**config.mk**
```make
export PLATFORM = sky130hd
export DESIGN_NAME = decode_unit
export DESIGN_NICKNAME = d
export VERILOG_FILES = /design/src/decode_pkg.sv /design/src/axil_regs.sv /design/src/decode_ctrl.sv /design/src/prefix_scan.sv /design/src/opcode_locator.sv /design/src/length_calc.sv /design/src/decode_unit.sv
export VERILOG_INCLUDE_DIRS = /design/src /design/src/src
export SDC_FILE = /design/constraint.sdc
export NUM_CORES = 1
export LEC_CHECK = 0
export BUFFER_PORTS_ARGS = -buffer_cell sky130_fd_sc_hd__buf_4
export CAP_MARGIN = 25
export CELL_PAD_IN_SITES_DETAIL_PLACEMENT = 1
export CELL_PAD_IN_SITES_GLOBAL_PLACEMENT = 2
export CORE_MARGIN = 2
export CORE_UTILIZATION = 50
export CTS_CLUSTER_SIZE = 12
export DETAILED_ROUTE_END_ITERATION = 12
export GPL_TIMING_DRIVEN = 0
export PLACE_DENSITY = 0.9
export SYNTH_ARGS = -nofsm -noshare
export SYNTH_HDL_FRONTEND = slang
export SYNTH_HIERARCHICAL = 1
export SYNTH_SLANG_ARGS = --single-unit
export TNS_END_PERCENT = 100
```
**constraint.sdc**
```tcl
create_clock -name clk -period 11.5 [get_ports clk]
set_input_delay 0.575 -clock clk [delete_from_list [all_inputs] [get_ports clk]]
set_output_delay 0.575 -clock clk [all_outputs]
set_load 0.03 [all_outputs]
```
**src/decode_macros.svh**
```systemverilog
`ifndef DECODE_MACROS_SVH
`define DECODE_MACROS_SVH

// ##############################
// Decoder limits
// ##############################

`define DEC_WINDOW_BYTES 16     // Instruction bytes held per decode
`define DEC_MAX_LEN      15     // Longest legal x86 instruction
`define DEC_MAX_PREFIX   3      // Legacy prefixes allowed before flagging

// ##############################
// Register map, byte offsets
// ##############################

`define DEC_REG_CTRL   8'h00    // Bit 0 start, write only
`define DEC_REG_STATUS 8'h04    // busy, done, unsupported, too_long
`define DEC_REG_RESULT 8'h08    // Packed decode result
`define DEC_REG_WIN0   8'h10    // First of four window words

`endif

```
**src/decode_pkg.sv**
```systemverilog
package decode_pkg;

    // ##############################
    // Enumerations
    // ##############################

    typedef enum logic [2:0] {
        IDLE,
        SCAN,       // Prefix marks captured
        LOCATE,     // Opcode position captured
        MEASURE,    // Length captured
        DONE
    } dec_state_e;

    typedef enum logic [1:0] {
        NONE,       // No immediate
        IMM8,
        IMM16_32,   // 16 bits under 66 prefix
        BAD         // Opcode outside the table
    } imm_kind_e;

    // ##############################
    // Structures between blocks
    // ##############################

    // Byte 0 sits in the low eight bits
    typedef logic [15:0][7:0] insn_window_t;

    typedef struct packed {
        logic [4:0] is_opcode;      // Bytes 0-4 that are not prefixes
        logic [2:0] count;          // Leading prefixes
        logic       opsize;         // 66 among the leading prefixes
        logic       too_many;       // Beyond the prefix limit
    } prefix_info_t;

    typedef struct packed {
        logic [2:0] opcode_sel;     // Bit 2 escape, bits 1-0 byte index
        logic       opcode_size;    // Set for two-byte opcodes
    } opcode_pos_t;

    typedef struct packed {
        logic [3:0] length;
        logic [2:0] prefix_count;
        logic [2:0] opcode_sel;
        logic       has_modrm;
        imm_kind_e  imm;
        logic       unsupported;
        logic       too_long;
    } decode_result_t;

endpackage

```
**src/axil_regs.sv**
```systemverilog
`timescale 1ns/1ns
`include "decode_macros.svh"

module axil_regs (
    input  logic                       clk,
    input  logic                       reset,
    input  logic [7:0]                 awaddr,
    input  logic                       awvalid,
    output logic                       awready,
    input  logic [31:0]                wdata,
    input  logic [3:0]                 wstrb,
    input  logic                       wvalid,
    output logic                       wready,
    output logic [1:0]                 bresp,
    output logic                       bvalid,
    input  logic                       bready,
    input  logic [7:0]                 araddr,
    input  logic                       arvalid,
    output logic                       arready,
    output logic [31:0]                rdata,
    output logic [1:0]                 rresp,
    output logic                       rvalid,
    input  logic                       rready,
    output logic                       start,
    output decode_pkg::insn_window_t   window,
    input  logic                       busy,
    input  logic                       done,
    input  decode_pkg::decode_result_t result
);
    import decode_pkg::*;

    insn_window_t win_q;
    logic         aw_done, w_done;      // Channel already accepted
    logic [7:0]   awaddr_q;
    logic [31:0]  wdata_q;
    logic [3:0]   wstrb_q;
    logic         aw_hs, w_hs, ar_hs;
    logic         wr_fire;
    logic [7:0]   wr_addr;
    logic [31:0]  wr_data;
    logic [3:0]   wr_strb;
    logic [31:0]  status_word, result_word;

    // ##############################
    // Write channels
    // ##############################

    assign awready = !aw_done && !bvalid;  // Stalls while response pending
    assign wready  = !w_done && !bvalid;
    assign aw_hs   = awvalid && awready;
    assign w_hs    = wvalid && wready;
    assign wr_fire = (aw_done || aw_hs) && (w_done || w_hs);
    assign wr_addr = aw_done ? awaddr_q : awaddr;
    assign wr_data = w_done ? wdata_q : wdata;
    assign wr_strb = w_done ? wstrb_q : wstrb;
    assign bresp   = 2'b00;

    always_ff @(posedge clk) begin
        if (reset) begin
            aw_done <= 1'b0;
            w_done  <= 1'b0;
            bvalid  <= 1'b0;
            start   <= 1'b0;
        end else begin
            start <= wr_fire && (wr_addr == `DEC_REG_CTRL) && wr_strb[0] && wr_data[0];
            if (wr_fire) begin
                aw_done <= 1'b0;
                w_done  <= 1'b0;
                bvalid  <= 1'b1;
            end else begin
                if (aw_hs)
                    aw_done <= 1'b1;
                if (w_hs)
                    w_done <= 1'b1;
                if (bvalid && bready)
                    bvalid <= 1'b0;
            end
        end
    end

    // Whichever channel arrives first waits here
    always_ff @(posedge clk) begin
        if (aw_hs)
            awaddr_q <= awaddr;
        if (w_hs) begin
            wdata_q <= wdata;
            wstrb_q <= wstrb;
        end
    end

    always_ff @(posedge clk) begin
        if (wr_fire && (wr_addr >= `DEC_REG_WIN0) &&
            (wr_addr < `DEC_REG_WIN0 + `DEC_WINDOW_BYTES)) begin
            for (int b = 0; b < 4; b++) begin
                if (wr_strb[b])
                    win_q[{wr_addr[3:2], 2'(b)}] <= wr_data[8*b +: 8];  // Little-endian
            end
        end
    end

    assign window = win_q;

    // ##############################
    // Read channels
    // ##############################

    assign arready = !rvalid;               // One read outstanding
    assign ar_hs   = arvalid && arready;
    assign rresp   = 2'b00;

    assign status_word = {28'd0, result.too_long, result.unsupported, done, busy};
    assign result_word = {14'd0, result.imm, 3'd0, result.has_modrm, 1'b0,
                          result.opcode_sel, 1'b0, result.prefix_count, result.length};

    always_ff @(posedge clk) begin
        if (reset)
            rvalid <= 1'b0;
        else if (ar_hs)
            rvalid <= 1'b1;
        else if (rready)
            rvalid <= 1'b0;
    end

    always_ff @(posedge clk) begin
        if (ar_hs) begin
            case (araddr)
                `DEC_REG_STATUS: rdata <= status_word;
                `DEC_REG_RESULT: rdata <= result_word;
                default:         rdata <= 32'd0;  // Window and CTRL not readable
            endcase
        end
    end

endmodule

```
**src/decode_ctrl.sv**
```systemverilog
`timescale 1ns/1ns

module decode_ctrl (
    input  logic                       clk,
    input  logic                       reset,
    input  logic                       start,
    input  decode_pkg::insn_window_t   window,
    output logic                       busy,
    output logic                       done,
    output decode_pkg::decode_result_t result,
    output decode_pkg::insn_window_t   snap_window,
    input  decode_pkg::prefix_info_t   prefix_in,
    output decode_pkg::prefix_info_t   prefix_reg,
    input  decode_pkg::opcode_pos_t    pos_in,
    output decode_pkg::opcode_pos_t    pos_reg,
    input  decode_pkg::decode_result_t result_in
);
    import decode_pkg::*;

    dec_state_e state;
    logic       launch;

    assign busy   = (state == SCAN) || (state == LOCATE) || (state == MEASURE);
    assign launch = start && !busy;        // Start during a decode is dropped

    // ##############################
    // Sequencer
    // ##############################

    always_ff @(posedge clk) begin
        if (reset) begin
            state  <= IDLE;
            done   <= 1'b0;
            result <= '0;
        end else begin
            case (state)
                IDLE, DONE: begin
                    if (launch) begin
                        state <= SCAN;
                        done  <= 1'b0;      // Cleared only by a new start
                    end else begin
                        state <= IDLE;
                    end
                end
                SCAN:    state <= LOCATE;
                LOCATE:  state <= MEASURE;
                MEASURE: begin
                    state  <= DONE;
                    done   <= 1'b1;
                    result <= result_in;
                end
                default: state <= IDLE;
            endcase
        end
    end

    // ##############################
    // Stage registers
    // ##############################

    always_ff @(posedge clk) begin
        if (launch)
            snap_window <= window;          // Host may rewrite the window now
        if (state == SCAN)
            prefix_reg <= prefix_in;
        if (state == LOCATE)
            pos_reg <= pos_in;
    end

endmodule

```
**src/prefix_scan.sv**
```systemverilog
`timescale 1ns/1ns
`include "decode_macros.svh"

module prefix_scan (
    input  decode_pkg::insn_window_t window,
    output decode_pkg::prefix_info_t info
);
    import decode_pkg::*;

    prefix_info_t scan;
    logic [4:0]   is_pfx;

    // Legacy prefix set
    always_comb begin
        for (int i = 0; i < 5; i++) begin
            case (window[i])
                8'hF0, 8'hF2, 8'hF3,                    // Lock and repeat
                8'h2E, 8'h36, 8'h3E, 8'h26,
                8'h64, 8'h65,                           // Segment overrides
                8'h66, 8'h67: is_pfx[i] = 1'b1;         // Size overrides
                default:      is_pfx[i] = 1'b0;
            endcase
        end
    end

    always_comb begin
        logic lead;

        lead           = 1'b1;
        scan.is_opcode = ~is_pfx;
        scan.count     = 3'd0;
        scan.opsize    = 1'b0;
        for (int i = 0; i < 5; i++) begin
            lead = lead && is_pfx[i];           // Still inside the prefix run
            if (lead) begin
                scan.count = scan.count + 3'd1;
                if (window[i] == 8'h66)
                    scan.opsize = 1'b1;
            end
        end
        scan.too_many = (scan.count > `DEC_MAX_PREFIX);
    end

    assign info = scan;

endmodule

```
**src/opcode_locator.sv**
```systemverilog
`timescale 1ns/1ns

module opcode_locator (
    input  decode_pkg::insn_window_t window,
    input  decode_pkg::prefix_info_t info,
    output decode_pkg::opcode_pos_t  pos
);
    import decode_pkg::*;

    opcode_pos_t loc;
    logic [1:0]  idx;
    logic [2:0]  nxt;
    logic        esc;

    // First non-prefix byte among bytes 0-3
    always_comb begin
        if (info.is_opcode[0])
            idx = 2'd0;
        else if (info.is_opcode[1])
            idx = 2'd1;
        else if (info.is_opcode[2])
            idx = 2'd2;
        else if (info.is_opcode[3])
            idx = 2'd3;
        else
            idx = 2'd0;                         // Prefix run too long anyway
    end

    assign nxt = {1'b0, idx} + 3'd1;

    // 0F escape counts only when the next byte is not a prefix
    assign esc = (window[idx] == 8'h0F) && info.is_opcode[nxt];

    always_comb begin
        loc.opcode_sel  = {esc, idx};
        loc.opcode_size = esc;
    end

    assign pos = loc;

endmodule

```
**src/length_calc.sv**
```systemverilog
`timescale 1ns/1ns
`include "decode_macros.svh"

module length_calc (
    input  decode_pkg::insn_window_t   window,
    input  decode_pkg::prefix_info_t   info,
    input  decode_pkg::opcode_pos_t    pos,
    output decode_pkg::decode_result_t result
);
    import decode_pkg::*;

    logic [2:0] opc_i;
    logic [7:0] opc, modrm, sib;
    logic       has_modrm, has_sib;
    imm_kind_e  kind;
    logic [2:0] disp_bytes, imm_bytes;
    logic [4:0] sum;
    logic       too_long, unsupported;

    assign opc_i = {1'b0, pos.opcode_sel[1:0]} + {2'b00, pos.opcode_size};
    assign opc   = window[opc_i];
    assign modrm = window[opc_i + 3'd1];
    assign sib   = window[opc_i + 3'd2];

    // ##############################
    // Opcode table subset
    // ##############################

    always_comb begin
        has_modrm = 1'b0;
        kind      = NONE;
        if (pos.opcode_size) begin
            if (opc[7:4] == 4'h8)
                kind = IMM16_32;                // Jcc rel32
            else if (opc == 8'hAF)
                has_modrm = 1'b1;               // IMUL r, r/m
            else
                kind = BAD;
        end else if (opc[7:6] == 2'b00) begin
            case (opc[2:0])                     // ALU group
                3'd0, 3'd1, 3'd2, 3'd3: has_modrm = 1'b1;
                3'd4:    kind = IMM8;
                3'd5:    kind = IMM16_32;
                default: kind = BAD;
            endcase
        end else begin
            case (opc) inside
                [8'h50:8'h5F], 8'h90, 8'hC3: kind = NONE;
                [8'h70:8'h7F], [8'hB0:8'hB7], 8'hEB: kind = IMM8;
                [8'h88:8'h8B]: has_modrm = 1'b1;
                [8'hB8:8'hBF], 8'hE8, 8'hE9: kind = IMM16_32;
                default: kind = BAD;
            endcase
        end
    end

    // ##############################
    // ModRM, SIB and length
    // ##############################

    always_comb begin
        has_sib    = has_modrm && (modrm[7:6] != 2'b11) && (modrm[2:0] == 3'd4);
        disp_bytes = 3'd0;
        if (has_modrm) begin
            case (modrm[7:6])
                2'b01: disp_bytes = 3'd1;
                2'b10: disp_bytes = 3'd4;
                2'b00: begin
                    if (modrm[2:0] == 3'd5 || (has_sib && sib[2:0] == 3'd5))
                        disp_bytes = 3'd4;      // Absolute disp32
                end
                default: disp_bytes = 3'd0;     // Register form
            endcase
        end
        case (kind)
            IMM8:     imm_bytes = 3'd1;
            IMM16_32: imm_bytes = info.opsize ? 3'd2 : 3'd4;
            default:  imm_bytes = 3'd0;
        endcase
    end

    assign sum = {2'b00, info.count} + 5'd1 + {4'd0, pos.opcode_size} + {4'd0, has_modrm}
               + {4'd0, has_sib} + {2'b00, disp_bytes} + {2'b00, imm_bytes};
    assign unsupported = (kind == BAD);
    assign too_long    = info.too_many || (sum > `DEC_MAX_LEN);

    always_comb begin
        result.length       = (unsupported || too_long) ? 4'd0 : sum[3:0];
        result.prefix_count = info.count;
        result.opcode_sel   = pos.opcode_sel;
        result.has_modrm    = has_modrm;
        result.imm          = kind;
        result.unsupported  = unsupported;
        result.too_long     = too_long;
    end

endmodule

```
**src/decode_unit.sv**
```systemverilog
`timescale 1ns/1ns

module decode_unit (
    input  logic        clk,
    input  logic        reset,
    input  logic [7:0]  awaddr,
    input  logic        awvalid,
    output logic        awready,
    input  logic [31:0] wdata,
    input  logic [3:0]  wstrb,
    input  logic        wvalid,
    output logic        wready,
    output logic [1:0]  bresp,
    output logic        bvalid,
    input  logic        bready,
    input  logic [7:0]  araddr,
    input  logic        arvalid,
    output logic        arready,
    output logic [31:0] rdata,
    output logic [1:0]  rresp,
    output logic        rvalid,
    input  logic        rready
);
    import decode_pkg::*;

    logic           start, busy, done;
    insn_window_t   window, snap_window;
    prefix_info_t   prefix_in, prefix_reg;
    opcode_pos_t    pos_in, pos_reg;
    decode_result_t result_in, result;

    axil_regs u_regs (.*);                  // Register port

    decode_ctrl u_ctrl (.*);                // Sequencer and stage registers

    prefix_scan u_scan (.window(snap_window), .info(prefix_in));

    opcode_locator u_locate (.window(snap_window), .info(prefix_reg), .pos(pos_in));

    length_calc u_len (.window(snap_window), .info(prefix_reg), .pos(pos_reg),
                       .result(result_in));

endmodule

```
==> metrics.md <==
| Metric | Value |
|---|---|
| Run status | completed |
| DRT iter0 DRCs | 341 |
| CP Buf/Inv Count | 4 |
| Fin nets | 939 |
| Mean area per synthesized cell | 14.4 sq um |
| Worst-Margin Slew | 0.943 ns |
| GRT overflow | 0 |
| Hold Violations, Final | 0 |
| Pin count of the biggest net entering global routing | 39 |
| Setup total negative slack | 0 ns |
| Yosys synthesis warning count | 6 |
| Clock sink total | 223 |
| DRC | 0 |
| Levels on crit path | 25 |
| Pins Over Slew Limit | 0 |
| Post-DP HPWL | 19.2 mm |
| Tmin final | 6.96 ns |
| Worst-Skew Late Latency | 0.52 ns |
| Post_cts resized | 0 |
| Tcrit/Tclk final | 60.5% |
| Core area | 0.0208 sq mm |
| Skew final | 0.0247 ns |
| Clk slew on worst S/H paths | 0.06 ns |
| PD cells | 138 mW/mm^2 |
| Power Total | 1690 uW |
| Reg2reg end | u_ctrl/result[11]$_SDFFE_PP0P_ |
| Routed Antenna Nets | 0 |
| CP arrival | 7.42 ns |
| Vias | 6563 |
| Fmax | 144 MHz |
| IO buf count | 76 |
| Routed len/inst | 22.2 um |
| Worst path top cell family by delay | adder cells |
| Final-layout fill cell count | 2028 |
| Tot GR Track Use | 23.2% |
| Num CTS Buffers | 24 |
| Critical Path Sink Type | register |
| WL final | 25.5 mm |
| # setup viols final | 0 |
| Static Leak | 0.00448 uW |
| Crit Path Class | register to register |
| Initial antenna violation count | 0 |
| Die width | 149 um |
| Slew margin rel. | 35.3% |
| CTS H-tree lvls | 1 |
| CP Data Required Time | 11.96 ns |
| Largest stage delay, worst path | 0.52 ns |
| Layout area overhead | 16.6% |
| Number of global-route vias before repair | 7013 |
| Mapped Cells | 730 |
| Setup bufs post-CTS | 0 |
| Worst vdd ir | 119 uV |
| Reg2Reg Depth | 25 |
| Row count | 53 |
| CP Launch Type | register |
| Clock tree from TritonCTS | yes |
| Synthesized area | 0.0105 sq mm |
| FF-to-FF setup slack | 4.54 ns |
| RSZ-0062 raised after global routing | false |
| R2r startpoint | u_ctrl/pos_reg[0]$_DFFE_PP_ |
| Max FO, Critical Path | 10 |
| First-pass GRT wire length | 39.0 mm |
| Hold_buf cts | 0 |
| Root buf cell | clkbuf_16 |
| Routability cong. | 0.880 |
| Critical Path Most Common Cell | ha_1 |
| Via/cell ratio | 5.72 |
| Die Area | 0.0222 sq mm |
| Maxcap violations | 0 |
| Critical Path Sink | u_ctrl/result[11]$_SDFFE_PP0P_ |
| DR pass1 iterations | 5 |
| CP max-delay cell | edfxtp_1 |
| Die height | 149 um |
| Max Buffers Root-to-Sink | 3 |
| Starting Density | 50.5% |
| Crit path launch | u_ctrl/pos_reg[0]$_DFFE_PP_ |
| Min-delay worst type | primary input to register |
| Top Ports | 100 |
| Antenna diodes | 0 |
| Layout cell share with drive strength beyond 1 | 26.8% |
report_power, final:
part | internal, uW | leakage (uW) | switching (uW)
combinational | 39.6 | 0.00211 | 57.2
sequential | 898 | 0.00203 | 5.51
clock | 398 | 0.000344 | 296
metal layers:
metal	up-vias	routed length [um]	GRT usage [%]
met5	-	0	0
met4	0	687	7.67
met3	47	1110	3.09
met2	217	13500	43.4
met1	3309	10100	27.4
li1	2990	-	-
how the worst min path moves through the flow:
stage                                            end  slack, ns  cells past startpoint                        start
floorplan            u_ctrl/snap_window[0]$_DFFE_PP_       0.40                      0   u_regs/window[0]$_DFFE_PP_
global placement    u_ctrl/snap_window[46]$_DFFE_PP_       0.40                      0  u_regs/window[46]$_DFFE_PP_
detailed placement  u_ctrl/snap_window[41]$_DFFE_PP_       0.41                      0  u_regs/window[41]$_DFFE_PP_
CTS                     u_regs/wdata_q[23]$_DFFE_PP_       0.22                      1                    wdata[23]
global route            u_regs/wdata_q[16]$_DFFE_PP_       0.22                      1                    wdata[16]
finish                  u_regs/wdata_q[16]$_DFFE_PP_       0.23                      1                    wdata[16]
per-stage QoR:
step	setup WS [ns]	instances	util, %	hold WS, ns	instance area (sq um)
2_1_floorplan	5.45	752	-	0.400	10600
3_3_place_gp	4.73	1103	55.3	0.403	11500
3_5_place_dp	4.53	1106	55.5	0.406	11600
4_1_cts	4.49	1147	58.9	0.217	12300
5_1_grt	4.14	1147	58.9	0.218	12300
6_report	4.54	1147	58.9	0.232	12300
worst reg2reg max path, delay by kind of cell (launching register included):
family,cells,cell delay [ns]
simple gates,7,1.56
fa+ha+maj,6,2.03
xor+xnor,1,0.18
mux,2,1.01
buf+inv,4,0.45
compound gates,5,1.17
flops,1,0.52
cell type report:
class                   count  area (sq um)  area share (%)
clock inverters             7          48.8           0.398
plain buffers              63           470            3.84
well taps                 275           344            2.80
inverters                  29           109           0.887
flip-flops and latches    223          6460            52.6
repair buffers             79           606            4.94
clock buffers              34           658            5.37
multi-input cells         437          3570            29.1
cell usage in the layout, fill, tap and decap left out, types with 6 or more instances in the layout:
cell type,count
and3_1,8
nor4_1,7
dfxtp_1,24
nand3_1,7
a21oi_2,10
buf_6,7
buf_4,117
mux2_1,6
nor2b_1,8
o21ai_0,11
a21oi_1,20
nand2b_1,12
mux2_2,22
clkbuf_16,24
nand3b_1,8
and2_1,15
nand4b_1,8
mux2i_1,27
ha_1,19
nand2_1,41
edfxtp_1,199
inv_1,29
mux4_2,17
clkbuf_1,18
nor3b_1,10
nor2_1,38
nor3_1,6
conb_1,23
Power figures use the tool's default switching activity.
